--- config.mk ---
export PLATFORM = sky130hd
export DESIGN_NAME = pipeline_control
export DESIGN_NICKNAME = d
export VERILOG_FILES = /design/src/hw/rv_ctrl_pkg.sv /design/src/hw/pipeline_control.sv /design/src/hw/hazard_unit.sv /design/src/hw/stage_controller.sv /design/src/hw/branch_resolver.sv /design/src/hw/alu_decoder.sv /design/src/hw/main_decoder.sv
export SDC_FILE = /design/constraint.sdc
export NUM_CORES = 1
export LEC_CHECK = 0
export ABC_AREA = 1
export ABC_CLOCK_PERIOD_IN_PS = 5460
export BUFFER_PORTS_ARGS = -buffer_cell sky130_fd_sc_hd__buf_2
export CORE_MARGIN = 8
export CORE_UTILIZATION = 47
export DETAILED_ROUTE_END_ITERATION = 8
export GPL_TIMING_DRIVEN = 0
export PLACE_DENSITY = 0.86
export REMOVE_ABC_BUFFERS = 1
export SLEW_MARGIN = 20
export SYNTH_ARGS = -nofsm -noshare
export SYNTH_HDL_FRONTEND = slang
export SYNTH_SLANG_ARGS = --single-unit
--- constraint.sdc ---
create_clock -name clk -period 5.46 [get_ports clk]
set_clock_uncertainty 0.15 [all_clocks]
set_input_delay 0.273 -clock clk [delete_from_list [all_inputs] [get_ports clk]]
set_output_delay 0.273 -clock clk [all_outputs]
set_load 0.05 [all_outputs]
--- src/hw/rv_ctrl_pkg.sv ---
package rv_ctrl_pkg;

  // rv32i major opcodes
  localparam logic [6:0] OP_LOAD   = 7'b0000011;
  localparam logic [6:0] OP_STORE  = 7'b0100011;
  localparam logic [6:0] OP_BRANCH = 7'b1100011;
  localparam logic [6:0] OP_JAL    = 7'b1101111;
  localparam logic [6:0] OP_JALR   = 7'b1100111;
  localparam logic [6:0] OP_OP     = 7'b0110011;
  localparam logic [6:0] OP_OPIMM  = 7'b0010011;
  localparam logic [6:0] OP_LUI    = 7'b0110111;
  localparam logic [6:0] OP_AUIPC  = 7'b0010111;
  localparam logic [6:0] OP_SYSTEM = 7'b1110011;

  // alu operation seen by the datapath
  typedef enum logic [3:0] {
    ALU_ADD   = 4'd0,
    ALU_SUB   = 4'd1,
    ALU_AND   = 4'd2,
    ALU_OR    = 4'd3,
    ALU_XOR   = 4'd4,
    ALU_SLL   = 4'd5,
    ALU_SRL   = 4'd6,
    ALU_SRA   = 4'd7,
    ALU_SLT   = 4'd8,
    ALU_SLTU  = 4'd9,
    ALU_PASSB = 4'd10
  } alu_ctrl_t;

  // class from main decoder to alu decoder
  typedef enum logic [1:0] {
    ALUOP_ADD   = 2'd0,
    ALUOP_SUB   = 2'd1,
    ALUOP_FUNCT = 2'd2
  } alu_op_t;

  // writeback source
  typedef enum logic [1:0] {
    RES_ALU = 2'd0,
    RES_MEM = 2'd1,
    RES_PC4 = 2'd2
  } result_src_t;

  // next pc source, resolved in execute
  typedef enum logic [1:0] {
    PC_PLUS4  = 2'd0,
    PC_BRANCH = 2'd1,
    PC_JALR   = 2'd2,
    PC_ECALL  = 2'd3
  } pc_src_t;

  typedef enum logic [2:0] {
    IMM_I = 3'd0,
    IMM_S = 3'd1,
    IMM_B = 3'd2,
    IMM_U = 3'd3,
    IMM_J = 3'd4
  } imm_src_t;

  // operand forwarding select
  typedef enum logic [1:0] {
    FWD_NONE = 2'd0,
    FWD_WB   = 2'd1,
    FWD_MEM  = 2'd2
  } fwd_t;

  typedef enum logic [1:0] {
    SIZE_B = 2'd0,
    SIZE_H = 2'd1,
    SIZE_W = 2'd2
  } mem_size_t;

endpackage
--- src/hw/pipeline_control.sv ---
`timescale 1ns/1ps

module pipeline_control import rv_ctrl_pkg::*; (
  input  logic        clk,
  input  logic        i_rst,
  input  logic [31:0] i_inst_d,
  input  logic        i_zero_e,
  input  logic        i_neg_e,
  input  logic        i_negu_e,
  // decode
  output imm_src_t    o_imm_src_d,
  output logic        o_jal_d,
  output logic        o_ecall_d,
  // execute
  output alu_ctrl_t   o_alu_ctrl_e,
  output logic        o_alu_src_e,
  output logic        o_imm_plus_src_e,
  output pc_src_t     o_pc_src_e,
  output result_src_t o_result_src_e,
  output logic [4:0]  o_rd_e,
  output logic [4:0]  o_rs1_e,
  output logic [4:0]  o_rs2_e,
  // memory
  output logic        o_mem_req_m,
  output logic        o_mem_write_m,
  output mem_size_t   o_mem_size_m,
  output logic        o_is_load_signed_m,
  output result_src_t o_result_src_m,
  output logic        o_reg_write_m,
  output logic [4:0]  o_rd_m,
  // writeback
  output result_src_t o_result_src_w,
  output logic        o_reg_write_w,
  output logic [4:0]  o_rd_w,
  // hazards
  output fwd_t        o_fwd_a_e,
  output fwd_t        o_fwd_b_e,
  output logic        o_stall_f,
  output logic        o_stall_d,
  output logic        o_flush_d
);

  logic       id_ex_clear;
  logic [4:0] rs1_d;
  logic [4:0] rs2_d;

  // source registers of the instruction in decode, for load-use
  assign rs1_d = i_inst_d[19:15];
  assign rs2_d = i_inst_d[24:20];

  stage_controller u_stage_controller (
    .clk                (clk),
    .i_rst              (i_rst),
    .i_inst_d           (i_inst_d),
    .i_id_ex_clear      (id_ex_clear),
    .i_zero_e           (i_zero_e),
    .i_neg_e            (i_neg_e),
    .i_negu_e           (i_negu_e),
    .o_imm_src_d        (o_imm_src_d),
    .o_jal_d            (o_jal_d),
    .o_ecall_d          (o_ecall_d),
    .o_alu_ctrl_e       (o_alu_ctrl_e),
    .o_alu_src_e        (o_alu_src_e),
    .o_imm_plus_src_e   (o_imm_plus_src_e),
    .o_pc_src_e         (o_pc_src_e),
    .o_result_src_e     (o_result_src_e),
    .o_rd_e             (o_rd_e),
    .o_rs1_e            (o_rs1_e),
    .o_rs2_e            (o_rs2_e),
    .o_mem_req_m        (o_mem_req_m),
    .o_mem_write_m      (o_mem_write_m),
    .o_mem_size_m       (o_mem_size_m),
    .o_is_load_signed_m (o_is_load_signed_m),
    .o_result_src_m     (o_result_src_m),
    .o_reg_write_m      (o_reg_write_m),
    .o_rd_m             (o_rd_m),
    .o_result_src_w     (o_result_src_w),
    .o_reg_write_w      (o_reg_write_w),
    .o_rd_w             (o_rd_w)
  );

  hazard_unit u_hazard_unit (
    .i_rs1_d        (rs1_d),
    .i_rs2_d        (rs2_d),
    .i_rs1_e        (o_rs1_e),
    .i_rs2_e        (o_rs2_e),
    .i_rd_e         (o_rd_e),
    .i_rd_m         (o_rd_m),
    .i_rd_w         (o_rd_w),
    .i_result_src_e (o_result_src_e),
    .i_reg_write_m  (o_reg_write_m),
    .i_reg_write_w  (o_reg_write_w),
    .i_pc_src_e     (o_pc_src_e),
    .o_fwd_a_e      (o_fwd_a_e),
    .o_fwd_b_e      (o_fwd_b_e),
    .o_stall_f      (o_stall_f),
    .o_stall_d      (o_stall_d),
    .o_flush_d      (o_flush_d),
    .o_id_ex_clear  (id_ex_clear)
  );

endmodule

--- src/hw/hazard_unit.sv ---
`timescale 1ns/1ps

module hazard_unit import rv_ctrl_pkg::*; (
  input  logic [4:0]  i_rs1_d,
  input  logic [4:0]  i_rs2_d,
  input  logic [4:0]  i_rs1_e,
  input  logic [4:0]  i_rs2_e,
  input  logic [4:0]  i_rd_e,
  input  logic [4:0]  i_rd_m,
  input  logic [4:0]  i_rd_w,
  input  result_src_t i_result_src_e,
  input  logic        i_reg_write_m,
  input  logic        i_reg_write_w,
  input  pc_src_t     i_pc_src_e,
  output fwd_t        o_fwd_a_e,
  output fwd_t        o_fwd_b_e,
  output logic        o_stall_f,
  output logic        o_stall_d,
  output logic        o_flush_d,
  output logic        o_id_ex_clear
);

  logic load_use;
  logic redirect;

  // newest producer first, x0 never forwards
  function automatic fwd_t fwd_sel(
    input logic [4:0] rs,
    input logic [4:0] rd_m,
    input logic       wr_m,
    input logic [4:0] rd_w,
    input logic       wr_w
  );
    fwd_t sel;
    if (wr_m && (rd_m != 5'd0) && (rd_m == rs)) begin
      sel = FWD_MEM;
    end else if (wr_w && (rd_w != 5'd0) && (rd_w == rs)) begin
      sel = FWD_WB;
    end else begin
      sel = FWD_NONE;
    end
    return sel;
  endfunction

  assign o_fwd_a_e = fwd_sel(i_rs1_e, i_rd_m, i_reg_write_m, i_rd_w, i_reg_write_w);
  assign o_fwd_b_e = fwd_sel(i_rs2_e, i_rd_m, i_reg_write_m, i_rd_w, i_reg_write_w);

  // load result not ready until writeback, rs fields compared regardless of format
  assign load_use = (i_result_src_e == RES_MEM) && (i_rd_e != 5'd0)
                    && ((i_rd_e == i_rs1_d) || (i_rd_e == i_rs2_d));

  assign redirect = (i_pc_src_e != PC_PLUS4);

  assign o_stall_f     = load_use;
  assign o_stall_d     = load_use;
  assign o_flush_d     = redirect;
  assign o_id_ex_clear = load_use || redirect;

endmodule

--- src/hw/stage_controller.sv ---
`timescale 1ns/1ps

module stage_controller import rv_ctrl_pkg::*; (
  input  logic        clk,
  input  logic        i_rst,
  input  logic [31:0] i_inst_d,
  input  logic        i_id_ex_clear,
  input  logic        i_zero_e,
  input  logic        i_neg_e,
  input  logic        i_negu_e,
  // decode
  output imm_src_t    o_imm_src_d,
  output logic        o_jal_d,
  output logic        o_ecall_d,
  // execute
  output alu_ctrl_t   o_alu_ctrl_e,
  output logic        o_alu_src_e,
  output logic        o_imm_plus_src_e,
  output pc_src_t     o_pc_src_e,
  output result_src_t o_result_src_e,
  output logic [4:0]  o_rd_e,
  output logic [4:0]  o_rs1_e,
  output logic [4:0]  o_rs2_e,
  // memory
  output logic        o_mem_req_m,
  output logic        o_mem_write_m,
  output mem_size_t   o_mem_size_m,
  output logic        o_is_load_signed_m,
  output result_src_t o_result_src_m,
  output logic        o_reg_write_m,
  output logic [4:0]  o_rd_m,
  // writeback
  output result_src_t o_result_src_w,
  output logic        o_reg_write_w,
  output logic [4:0]  o_rd_w
);

  logic [6:0]  opcode_d;
  logic [2:0]  funct3_d;
  logic        reg_write_d, mem_req_d, mem_write_d;
  logic        alu_src_d, imm_plus_src_d, is_load_signed_d;
  logic        branch_d, jalr_d;
  result_src_t result_src_d;
  alu_op_t     alu_op_d;
  alu_ctrl_t   alu_dec_ctrl_d;
  alu_ctrl_t   alu_ctrl_d;
  mem_size_t   mem_size_d;

  logic        reg_write_e, mem_req_e, mem_write_e, is_load_signed_e;
  logic        branch_e, jalr_e, ecall_e;
  logic [2:0]  funct3_e;
  mem_size_t   mem_size_e;

  assign opcode_d = i_inst_d[6:0];
  assign funct3_d = i_inst_d[14:12];

  main_decoder u_main_decoder (
    .i_opcode         (opcode_d),
    .i_funct3         (funct3_d),
    .i_funct12        (i_inst_d[31:20]),
    .o_reg_write      (reg_write_d),
    .o_mem_req        (mem_req_d),
    .o_mem_write      (mem_write_d),
    .o_alu_src        (alu_src_d),
    .o_imm_plus_src   (imm_plus_src_d),
    .o_is_load_signed (is_load_signed_d),
    .o_branch         (branch_d),
    .o_jal            (o_jal_d),
    .o_jalr           (jalr_d),
    .o_ecall          (o_ecall_d),
    .o_result_src     (result_src_d),
    .o_imm_src        (o_imm_src_d),
    .o_alu_op         (alu_op_d)
  );

  alu_decoder u_alu_decoder (
    .i_alu_op    (alu_op_d),
    .i_funct3    (funct3_d),
    .i_opcode_b5 (opcode_d[5]),
    .i_funct7_b5 (i_inst_d[30]),
    .o_alu_ctrl  (alu_dec_ctrl_d),
    .o_mem_size  (mem_size_d)
  );

  // lui just passes the immediate through
  assign alu_ctrl_d = (opcode_d == OP_LUI) ? ALU_PASSB : alu_dec_ctrl_d;

  // id/ex controls, clear makes a bubble
  always_ff @(posedge clk) begin
    if (i_rst || i_id_ex_clear) begin
      o_alu_ctrl_e     <= ALU_ADD;
      o_alu_src_e      <= 1'b0;
      o_imm_plus_src_e <= 1'b0;
      o_result_src_e   <= RES_ALU;
      reg_write_e      <= 1'b0;
      mem_req_e        <= 1'b0;
      mem_write_e      <= 1'b0;
      mem_size_e       <= SIZE_B;
      is_load_signed_e <= 1'b0;
      branch_e         <= 1'b0;
      jalr_e           <= 1'b0;
      ecall_e          <= 1'b0;
    end else begin
      o_alu_ctrl_e     <= alu_ctrl_d;
      o_alu_src_e      <= alu_src_d;
      o_imm_plus_src_e <= imm_plus_src_d;
      o_result_src_e   <= result_src_d;
      reg_write_e      <= reg_write_d;
      mem_req_e        <= mem_req_d;
      mem_write_e      <= mem_write_d;
      mem_size_e       <= mem_size_d;
      is_load_signed_e <= is_load_signed_d;
      branch_e         <= branch_d;
      jalr_e           <= jalr_d;
      ecall_e          <= o_ecall_d;
    end
  end

  // register numbers and funct3, meaningless in a bubble
  always_ff @(posedge clk) begin
    if (!i_id_ex_clear) begin
      funct3_e <= funct3_d;
      o_rd_e   <= i_inst_d[11:7];
      o_rs1_e  <= i_inst_d[19:15];
      o_rs2_e  <= i_inst_d[24:20];
    end
  end

  branch_resolver u_branch_resolver (
    .i_branch (branch_e),
    .i_jalr   (jalr_e),
    .i_ecall  (ecall_e),
    .i_zero   (i_zero_e),
    .i_neg    (i_neg_e),
    .i_negu   (i_negu_e),
    .i_funct3 (funct3_e),
    .o_pc_src (o_pc_src_e)
  );

  // ex/mem
  always_ff @(posedge clk) begin
    if (i_rst) begin
      o_mem_req_m        <= 1'b0;
      o_mem_write_m      <= 1'b0;
      o_mem_size_m       <= SIZE_B;
      o_is_load_signed_m <= 1'b0;
      o_result_src_m     <= RES_ALU;
      o_reg_write_m      <= 1'b0;
    end else begin
      o_mem_req_m        <= mem_req_e;
      o_mem_write_m      <= mem_write_e;
      o_mem_size_m       <= mem_size_e;
      o_is_load_signed_m <= is_load_signed_e;
      o_result_src_m     <= o_result_src_e;
      o_reg_write_m      <= reg_write_e;
    end
  end

  // mem/wb
  always_ff @(posedge clk) begin
    if (i_rst) begin
      o_result_src_w <= RES_ALU;
      o_reg_write_w  <= 1'b0;
    end else begin
      o_result_src_w <= o_result_src_m;
      o_reg_write_w  <= o_reg_write_m;
    end
  end

  always_ff @(posedge clk) begin
    o_rd_m <= o_rd_e;
    o_rd_w <= o_rd_m;
  end

endmodule

--- src/hw/branch_resolver.sv ---
`timescale 1ns/1ps

module branch_resolver import rv_ctrl_pkg::*; (
  input  logic       i_branch,
  input  logic       i_jalr,
  input  logic       i_ecall,
  input  logic       i_zero,
  input  logic       i_neg,
  input  logic       i_negu,
  input  logic [2:0] i_funct3,
  output pc_src_t    o_pc_src
);

  logic cond;

  // branch condition from the subtraction flags
  always_comb begin
    case (i_funct3)
      3'b000:  cond = i_zero;
      3'b001:  cond = ~i_zero;
      3'b100:  cond = i_neg;
      3'b101:  cond = ~i_neg;
      3'b110:  cond = i_negu;
      3'b111:  cond = ~i_negu;
      default: cond = 1'b0;
    endcase
  end

  // ecall wins over jalr, jalr over a taken branch
  always_comb begin
    if (i_ecall) begin
      o_pc_src = PC_ECALL;
    end else if (i_jalr) begin
      o_pc_src = PC_JALR;
    end else if (i_branch && cond) begin
      o_pc_src = PC_BRANCH;
    end else begin
      o_pc_src = PC_PLUS4;
    end
  end

endmodule

--- src/hw/alu_decoder.sv ---
`timescale 1ns/1ps

module alu_decoder import rv_ctrl_pkg::*; (
  input  alu_op_t    i_alu_op,
  input  logic [2:0] i_funct3,
  input  logic       i_opcode_b5,
  input  logic       i_funct7_b5,
  output alu_ctrl_t  o_alu_ctrl,
  output mem_size_t  o_mem_size
);

  always_comb begin
    case (i_alu_op)
      ALUOP_SUB: o_alu_ctrl = ALU_SUB;
      ALUOP_FUNCT: begin
        case (i_funct3)
          // addi has no sub form, so funct7 only counts for r-type
          3'b000:  o_alu_ctrl = (i_opcode_b5 && i_funct7_b5) ? ALU_SUB : ALU_ADD;
          3'b001:  o_alu_ctrl = ALU_SLL;
          3'b010:  o_alu_ctrl = ALU_SLT;
          3'b011:  o_alu_ctrl = ALU_SLTU;
          3'b100:  o_alu_ctrl = ALU_XOR;
          3'b101:  o_alu_ctrl = i_funct7_b5 ? ALU_SRA : ALU_SRL;
          3'b110:  o_alu_ctrl = ALU_OR;
          default: o_alu_ctrl = ALU_AND;
        endcase
      end
      default: o_alu_ctrl = ALU_ADD;
    endcase
  end

  // access size from funct3[1:0]
  always_comb begin
    case (i_funct3[1:0])
      2'b00:   o_mem_size = SIZE_B;
      2'b01:   o_mem_size = SIZE_H;
      default: o_mem_size = SIZE_W;
    endcase
  end

endmodule

--- src/hw/main_decoder.sv ---
`timescale 1ns/1ps

module main_decoder import rv_ctrl_pkg::*; (
  input  logic [6:0]  i_opcode,
  input  logic [2:0]  i_funct3,
  input  logic [11:0] i_funct12,
  output logic        o_reg_write,
  output logic        o_mem_req,
  output logic        o_mem_write,
  output logic        o_alu_src,
  output logic        o_imm_plus_src,
  output logic        o_is_load_signed,
  output logic        o_branch,
  output logic        o_jal,
  output logic        o_jalr,
  output logic        o_ecall,
  output result_src_t o_result_src,
  output imm_src_t    o_imm_src,
  output alu_op_t     o_alu_op
);

  // lb/lh sign extend, lbu/lhu do not
  assign o_is_load_signed = ~i_funct3[2];

  always_comb begin
    // bubble unless the opcode says otherwise
    o_reg_write    = 1'b0;
    o_mem_req      = 1'b0;
    o_mem_write    = 1'b0;
    o_alu_src      = 1'b0;
    o_imm_plus_src = 1'b0;
    o_branch       = 1'b0;
    o_jal          = 1'b0;
    o_jalr         = 1'b0;
    o_ecall        = 1'b0;
    o_result_src   = RES_ALU;
    o_imm_src      = IMM_I;
    o_alu_op       = ALUOP_ADD;
    case (i_opcode)
      OP_OP: begin
        o_reg_write = 1'b1;
        o_alu_op    = ALUOP_FUNCT;
      end
      OP_OPIMM: begin
        o_reg_write = 1'b1;
        o_alu_src   = 1'b1;
        o_alu_op    = ALUOP_FUNCT;
      end
      OP_LOAD: begin
        o_reg_write  = 1'b1;
        o_mem_req    = 1'b1;
        o_alu_src    = 1'b1;
        o_result_src = RES_MEM;
      end
      OP_STORE: begin
        o_mem_req   = 1'b1;
        o_mem_write = 1'b1;
        o_alu_src   = 1'b1;
        o_imm_src   = IMM_S;
      end
      OP_BRANCH: begin
        // compare by subtraction, flags come back from execute
        o_branch  = 1'b1;
        o_imm_src = IMM_B;
        o_alu_op  = ALUOP_SUB;
      end
      OP_JAL: begin
        // target is pc + imm, redirected from decode
        o_reg_write  = 1'b1;
        o_jal        = 1'b1;
        o_result_src = RES_PC4;
        o_imm_src    = IMM_J;
      end
      OP_JALR: begin
        o_reg_write    = 1'b1;
        o_jalr         = 1'b1;
        o_alu_src      = 1'b1;
        o_imm_plus_src = 1'b1;
        o_result_src   = RES_PC4;
      end
      OP_LUI: begin
        o_reg_write = 1'b1;
        o_alu_src   = 1'b1;
        o_imm_src   = IMM_U;
      end
      OP_AUIPC: begin
        o_reg_write    = 1'b1;
        o_alu_src      = 1'b1;
        o_imm_plus_src = 1'b1;
        o_imm_src      = IMM_U;
      end
      OP_SYSTEM: begin
        // only ecall is handled, as a pc redirect
        o_ecall = (i_funct12 == 12'h000);
      end
      default: begin
      end
    endcase
  end

endmodule

Word level (Yosys, flattened, before mapping)
Index checks and enable logic that the tools add are counted.
{"block": "op_classes", "bitwise": 4, "muxes": 26, "reduce_logical": 29, "mul": 0, "n_lt_le_gt_ge": 0, "div": 0, "n_addsub": 0, "n_shift": 0, "eq_ne": 31}
{"operator": "5-bit == test", "n": 6}
{"operator": "7-bit == test, second input constant", "n": 4}
{"operator": "4-bit case mux with 7 select lines", "n": 1}
{"operator": "3-bit == test, second input constant", "n": 7}
{"operator": "7-bit by 6-bit == test with 1-bit output, second input constant", "n": 3}
{"operator": "5-bit nonzero test", "n": 3}
{"operator": "7-bit by 5-bit == test with 1-bit output, second input constant", "n": 2}
{"operator": "1-bit two-way mux", "n": 14}
{"operator": "12-bit logical NOT", "n": 1}
{"operator": "2-bit case mux with 2 select lines", "n": 3}
{"operator": "3-bit case mux with 4 select lines", "n": 1}
{"operator": "2-bit OR reduction", "n": 6}
{"operator": "1-bit logical AND", "n": 10}
{"operator": "2-bit two-way mux", "n": 4}
{"operator": "4-bit case mux with 2 select lines", "n": 1}
{"operator": "7-bit by 2-bit == test with 1-bit output, second input constant", "n": 1}
{"operator": "7-bit OR reduction", "n": 1}
{"operator": "2-bit by 1-bit == test with 1-bit output, second input constant", "n": 3}
{"operator": "3-bit by 1-bit == test with 1-bit output, second input constant", "n": 2}
{"operator": "3-bit by 2-bit == test with 1-bit output, second input constant", "n": 2}
{"operator": "3-bit logical NOT", "n": 2}
{"operator": "1-bit case mux with 6 select lines", "n": 1}
{"operator": "6-bit OR reduction", "n": 1}
{"operator": "4-bit two-way mux", "n": 1}
{"operator": "other kinds (5)", "n": 10}
{"block": "word_totals", "romBits": 0, "latchBits": 0, "wordCells": 117, "out_inout_bits": 58, "mem_count": 0, "register_bits": 56, "in_bits": 37, "ramBits": 0}

Depth between registers and ports, before layout
{"block": "logic_depth", "word_depth": 10, "depth_mapped": 12, "ltp_nobuf": 12}

By module
From an unflattened synthesis, not the netlist that was laid out.
{"block": "unflattened", "cells_unflattened": 333, "area_unflattened_um2": 2623.8}
{"module": "stage_controller", "area_each_um2": 1604.0, "cells_each": 125, "instances": 1, "seq_area_each_um2": 1301.2}
{"module": "hazard_unit", "area_each_um2": 524.3, "cells_each": 101, "instances": 1, "seq_area_each_um2": 0.0}
{"module": "main_decoder", "area_each_um2": 270.3, "cells_each": 58, "instances": 1, "seq_area_each_um2": 0.0}
{"module": "alu_decoder", "area_each_um2": 131.4, "cells_each": 27, "instances": 1, "seq_area_each_um2": 0.0}
{"module": "branch_resolver", "area_each_um2": 93.8, "cells_each": 22, "instances": 1, "seq_area_each_um2": 0.0}

Least setup slack after synthesis
OpenSTA, ideal clock, no wires.
{"block": "synth_path", "path_type": "reg-to-output", "startpoint": "register u_stage_controller.o_rd_m[0]", "endpoint": "output port o_fwd_a_e[0]", "required_time_ps": 5037, "path_buffers": 0, "setup_slack_ps": 1791, "stages_incl_launch_ff": 6, "arrival_time_ps": 3246, "path_cell_list": "dfxtp_1 > nor2_1 > nand2_1 > o21ai_0 > nor4_1 > nor3_1"}
{"block": "synth_between", "elab_chain_len": 4, "word_cells_on_any_way": 5, "cone_classes": "eq/ne (1); mux (1); reduce/logical (3)"}
{"item": "start, declared", "line": "stage_controller.sv:31", "rtl": "output logic [4:0] o_rd_m,"}
{"item": "start signal, assigned", "line": "stage_controller.sv:171", "rtl": "o_rd_m <= o_rd_e;"}
{"item": "5-bit nonzero test", "line": "hazard_unit.sv:35", "rtl": "if (wr_m && (rd_m != 5'd0) && (rd_m == rs)) begin"}
{"item": "1-bit logical AND", "line": "hazard_unit.sv:35"}
{"item": "1-bit logical AND (*)", "line": "hazard_unit.sv:35"}
{"item": "2-bit two-way mux (*)", "line": "hazard_unit.sv:35"}
{"item": "end, declared", "line": "pipeline_control.sv:36", "rtl": "output fwd_t o_fwd_a_e,"}
Mark *: on every way between the ends. The rest lies on a longest branch, timed or not.

Final worst setup path
{"block": "layout_path", "startpoint": "register u_stage_controller.o_rd_e[0]", "endpoint": "output port o_stall_d"}
{"block": "layout_between", "elab_chain_len": 3, "word_cells_on_any_way": 6, "cone_classes": "eq/ne (2); reduce/logical (4)"}
{"item": "start, declared", "line": "stage_controller.sv:21", "rtl": "output logic [4:0] o_rd_e,"}
{"item": "start signal, assigned", "line": "stage_controller.sv:123", "rtl": "o_rd_e <= i_inst_d[11:7];"}
{"item": "5-bit == test / 5-bit nonzero test (equally long branches)", "line": "hazard_unit.sv:50, hazard_unit.sv:49"}
{"item": "1-bit logical OR / 1-bit logical AND (equally long branches)", "line": "hazard_unit.sv:50, hazard_unit.sv:49"}
{"item": "1-bit logical AND (*)", "line": "hazard_unit.sv:50", "rtl": "&& ((i_rd_e == i_rs1_d) || (i_rd_e == i_rs2_d));"}
{"item": "end, declared", "line": "pipeline_control.sv:39", "rtl": "output logic o_stall_d,"}
Marks and branches as above.

==> flow_summary.ini <==
[yosys]
synth_cells = 279
ys_async_sr_fraction_pct = 0
synth_cell_types = 28
synth_top_family_by_area = simple AND/OR/NAND/NOR gates
synth_mux_area_share_pct = 0
synth.most_common_cell = inv_1
synth_top_area_share_pct = 31.2
synth-edff-count = 18
synth_xor_area_share_pct = 7.91
synth-simple-area-share_pct = 25.5
synth_fa_ha_area_share_pct = 1.03
ys.flop_type = dfxtp_1
ys_seq_area_share_pct = 53.4
yosys_warnings = 0
syn_area_um2 = 2440
syn_avg_cell_area_um2 = 8.73
synth_area_leaders = dfxtp_1, edfxtp_1, inv_1, nand2_1, nor2_1
netlist.top_cell.by_area = dfxtp_1
synth-seq-cells = 56
ys_top_cells_by_count = inv_1, nand2_1, nor2_1, dfxtp_1, edfxtp_1
synth_compound_area_share_pct = 3.24

[clocking]
clk_pin_slew_ps = 90
clock-sinks = 56
clock_latency_ps = 300
numCtsBuffers = 5
ctsLongestPathBuffers = 2
cts.repair.resized = 0
clockRootBuffer = clkbuf_8
postCtsSetupRepairBufs = 0
cts_htree_levels = 2
hold_buffers = 4
cts_tree = built

[worst_setup_path]
r2r-start = u_stage_controller.o_rd_e[0]
ff2ff_path_depth = 10
rrSetupSlack_ps = 3400
crit-reg2reg-capture = u_stage_controller.o_rs1_e[3]
critPathLaunchType = register
cp.required_ps = 5040
worst_setup_path_end_kind = primary output
path_class = reg -> out
crit_fanout = 7
arrival_ps = 1810

[sta]
slew_headroom_pct = 71.7
drv_slew = 0
setup_viol = 0
period_share_pct = 40.9
tightest_slew_ps = 424
rsz0062_at_grt = no
clock.fmax_mhz = 448
fin_tns_setup_ps = 0
holdWs_ps = 16.0
min_period_ps = 2230
final-hold-violation-count = 0
fin_ws_ps = 3230

[grt]
grt_max_degree = 17
grt_pass1_wl_um = 8840
globalRouteOverflowTotal = 0
grt_pass1_vias = 2113
antenna_found_initial = 0
grt_usage_pct = 14.7

[drt]
vias = 2105
wl_per_cell_um = 13.0
finalWirelength_um = 5880
vias_per_cell = 4.65
drtIter0Drc = 76
firstDrtPassIters = 4
ant_nets = 0
drcViolationCount = 0

[power]
powerDensity_nw_per_um2 = 259
leakage_nw = 1.61
irDropWorstVdd_v = 0.000175

[final_layout]
drive_gt1_share_pct = 31.6
nets = 421
diodes = 0
area_delta_synth_final_pct = 28.2
fillers = 436

[floorplan]
die_y_um = 88.0
dieArea_um2 = 7740
pin_count = 95
core_um2 = 5040
die_w_um = 88.0
rows = 26
start_util_pct = 48.3

[placed_design]
portBuffers = 94
place_ws_ps = 3320
dp_hpwl_um = 4760
gp_congestion = 0.859

[status]
status = complete, no violations

[min_path]
min-delay-start = i_inst_d[15]
min_to = u_stage_controller.o_rs1_e[0]
min_path_type = in -> reg
hold_depth = 1

[flow_run]
cap_viol_max_count = 0
[worst max path at each step]
| stage | start | to | depth (start not counted) | slack, ps |
|---|---|---|---|---|
| 6_report | u_stage_controller.o_rd_e[0] | o_stall_d | 8 | 3230 |
| 3_5_place_dp | i_inst_d[6] | u_stage_controller.o_alu_ctrl_e[0] | 13 | 3320 |
| 5_1_grt | u_stage_controller.o_rd_e[0] | o_stall_d | 8 | 3040 |
| 3_3_place_gp | u_stage_controller.o_rd_e[0] | u_stage_controller.o_rs1_e[4] | 7 | 2600 |
| 2_1_floorplan | u_stage_controller.o_rd_m[0] | o_fwd_a_e[0] | 5 | 1790 |
| 4_1_cts | u_stage_controller.o_rd_e[0] | o_stall_d | 8 | 3200 |
[placed cells by master, fill, tap and decap left out]
master	n
nor3_2	2
or2_0	1
nor2_2	10
nor3b_1	1
ha_1	2
buf_8	1
nand3_2	1
buf_2	94
a21o_2	1
nor2_4	1
clkinv_2	2
o2111ai_1	1
nor4_1	4
clkbuf_8	6
nand2_1	45
inv_1	50
a21oi_4	1
nor2_1	42
nor3_1	4
nand3_1	12
a21oi_1	7
nand4_1	8
dlygate4sd3_1	5
o21ai_0	2
nand2_2	1
edfxtp_1	18
xor2_1	9
dfxtp_1	38
nand3_4	1
xnor2_1	13
[power by group]
group	switching [W]	internal, W
Clock	0.000125	0.000101
Combinational	0.0000844	0.0000397
Sequential	0.0000150	0.000444
Total	0.000224	0.000585
[per-stage QoR]
| step | area [um2] | cells | util, % | total power [W] |
|---|---|---|---|---|
| after detailed placement | 2980 | 440 | 59.1 | 0.000590 |
| after floorplan | 2410 | 275 | - | 0.000548 |
| after CTS | 3110 | 452 | 61.8 | 0.000815 |
| after global routing | 3120 | 453 | 62.0 | 0.000844 |
| after global placement | 2960 | 439 | 58.8 | 0.000586 |
| final | 3120 | 453 | 62.0 | 0.000809 |
[worst max-delay path, cell delays in order (launching register included)]
cell	delay, ps
edfxtp_1	490
nor2_1	140
nor2_1	60
nor2_1	120
nand3_1	80
nand2_1	70
nand2_1	120
inv_1	140
buf_2	280
[final cells by class]
cell class	instances	area [um2]	share of cell area [%]
sequential	56	1300	41.6
clock inverter	2	10.0	0.320
inverter	50	188	6.01
tap	70	87.6	2.80
multi-input combinational	169	920	29.4
timing repair buffer	100	536	17.1
clock buffer	6	82.6	2.64
[registers in the layout (all words and copies together), names as in the netlist, 3 cells and up]
name / cells
u_stage_controller.o_rs1_e: 5
u_stage_controller.o_rs2_e: 5
u_stage_controller.o_rd_w: 5
u_stage_controller.funct3_e: 3
u_stage_controller.o_alu_ctrl_e: 4
u_stage_controller.o_rd_e: 5
u_stage_controller.o_rd_m: 5
[routing by layer]
layer  part of all wire (%)  global-route usage (%)  wire length, um  up-vias
li1                       -                       -                -     1072
met2                     50                    27.5             2940       76
met1                     39                    14.7             2290      948
met5                      0                       0                0        -
met4                    1.6                    5.00               97        0
met3                    9.5                    4.88              561        9
[kinds of logic (layout without fill, tap and decap cells)]
family,after synthesis,count (layout)
adders and majority gates,2,2
AOI/OAI and AO/OA,12,12
and+or+nand+nor,133,133
buffers and inverters,54,158
xor gates and xnor gates,22,22
DFF,56,56
Power figures use the tool's default switching activity.
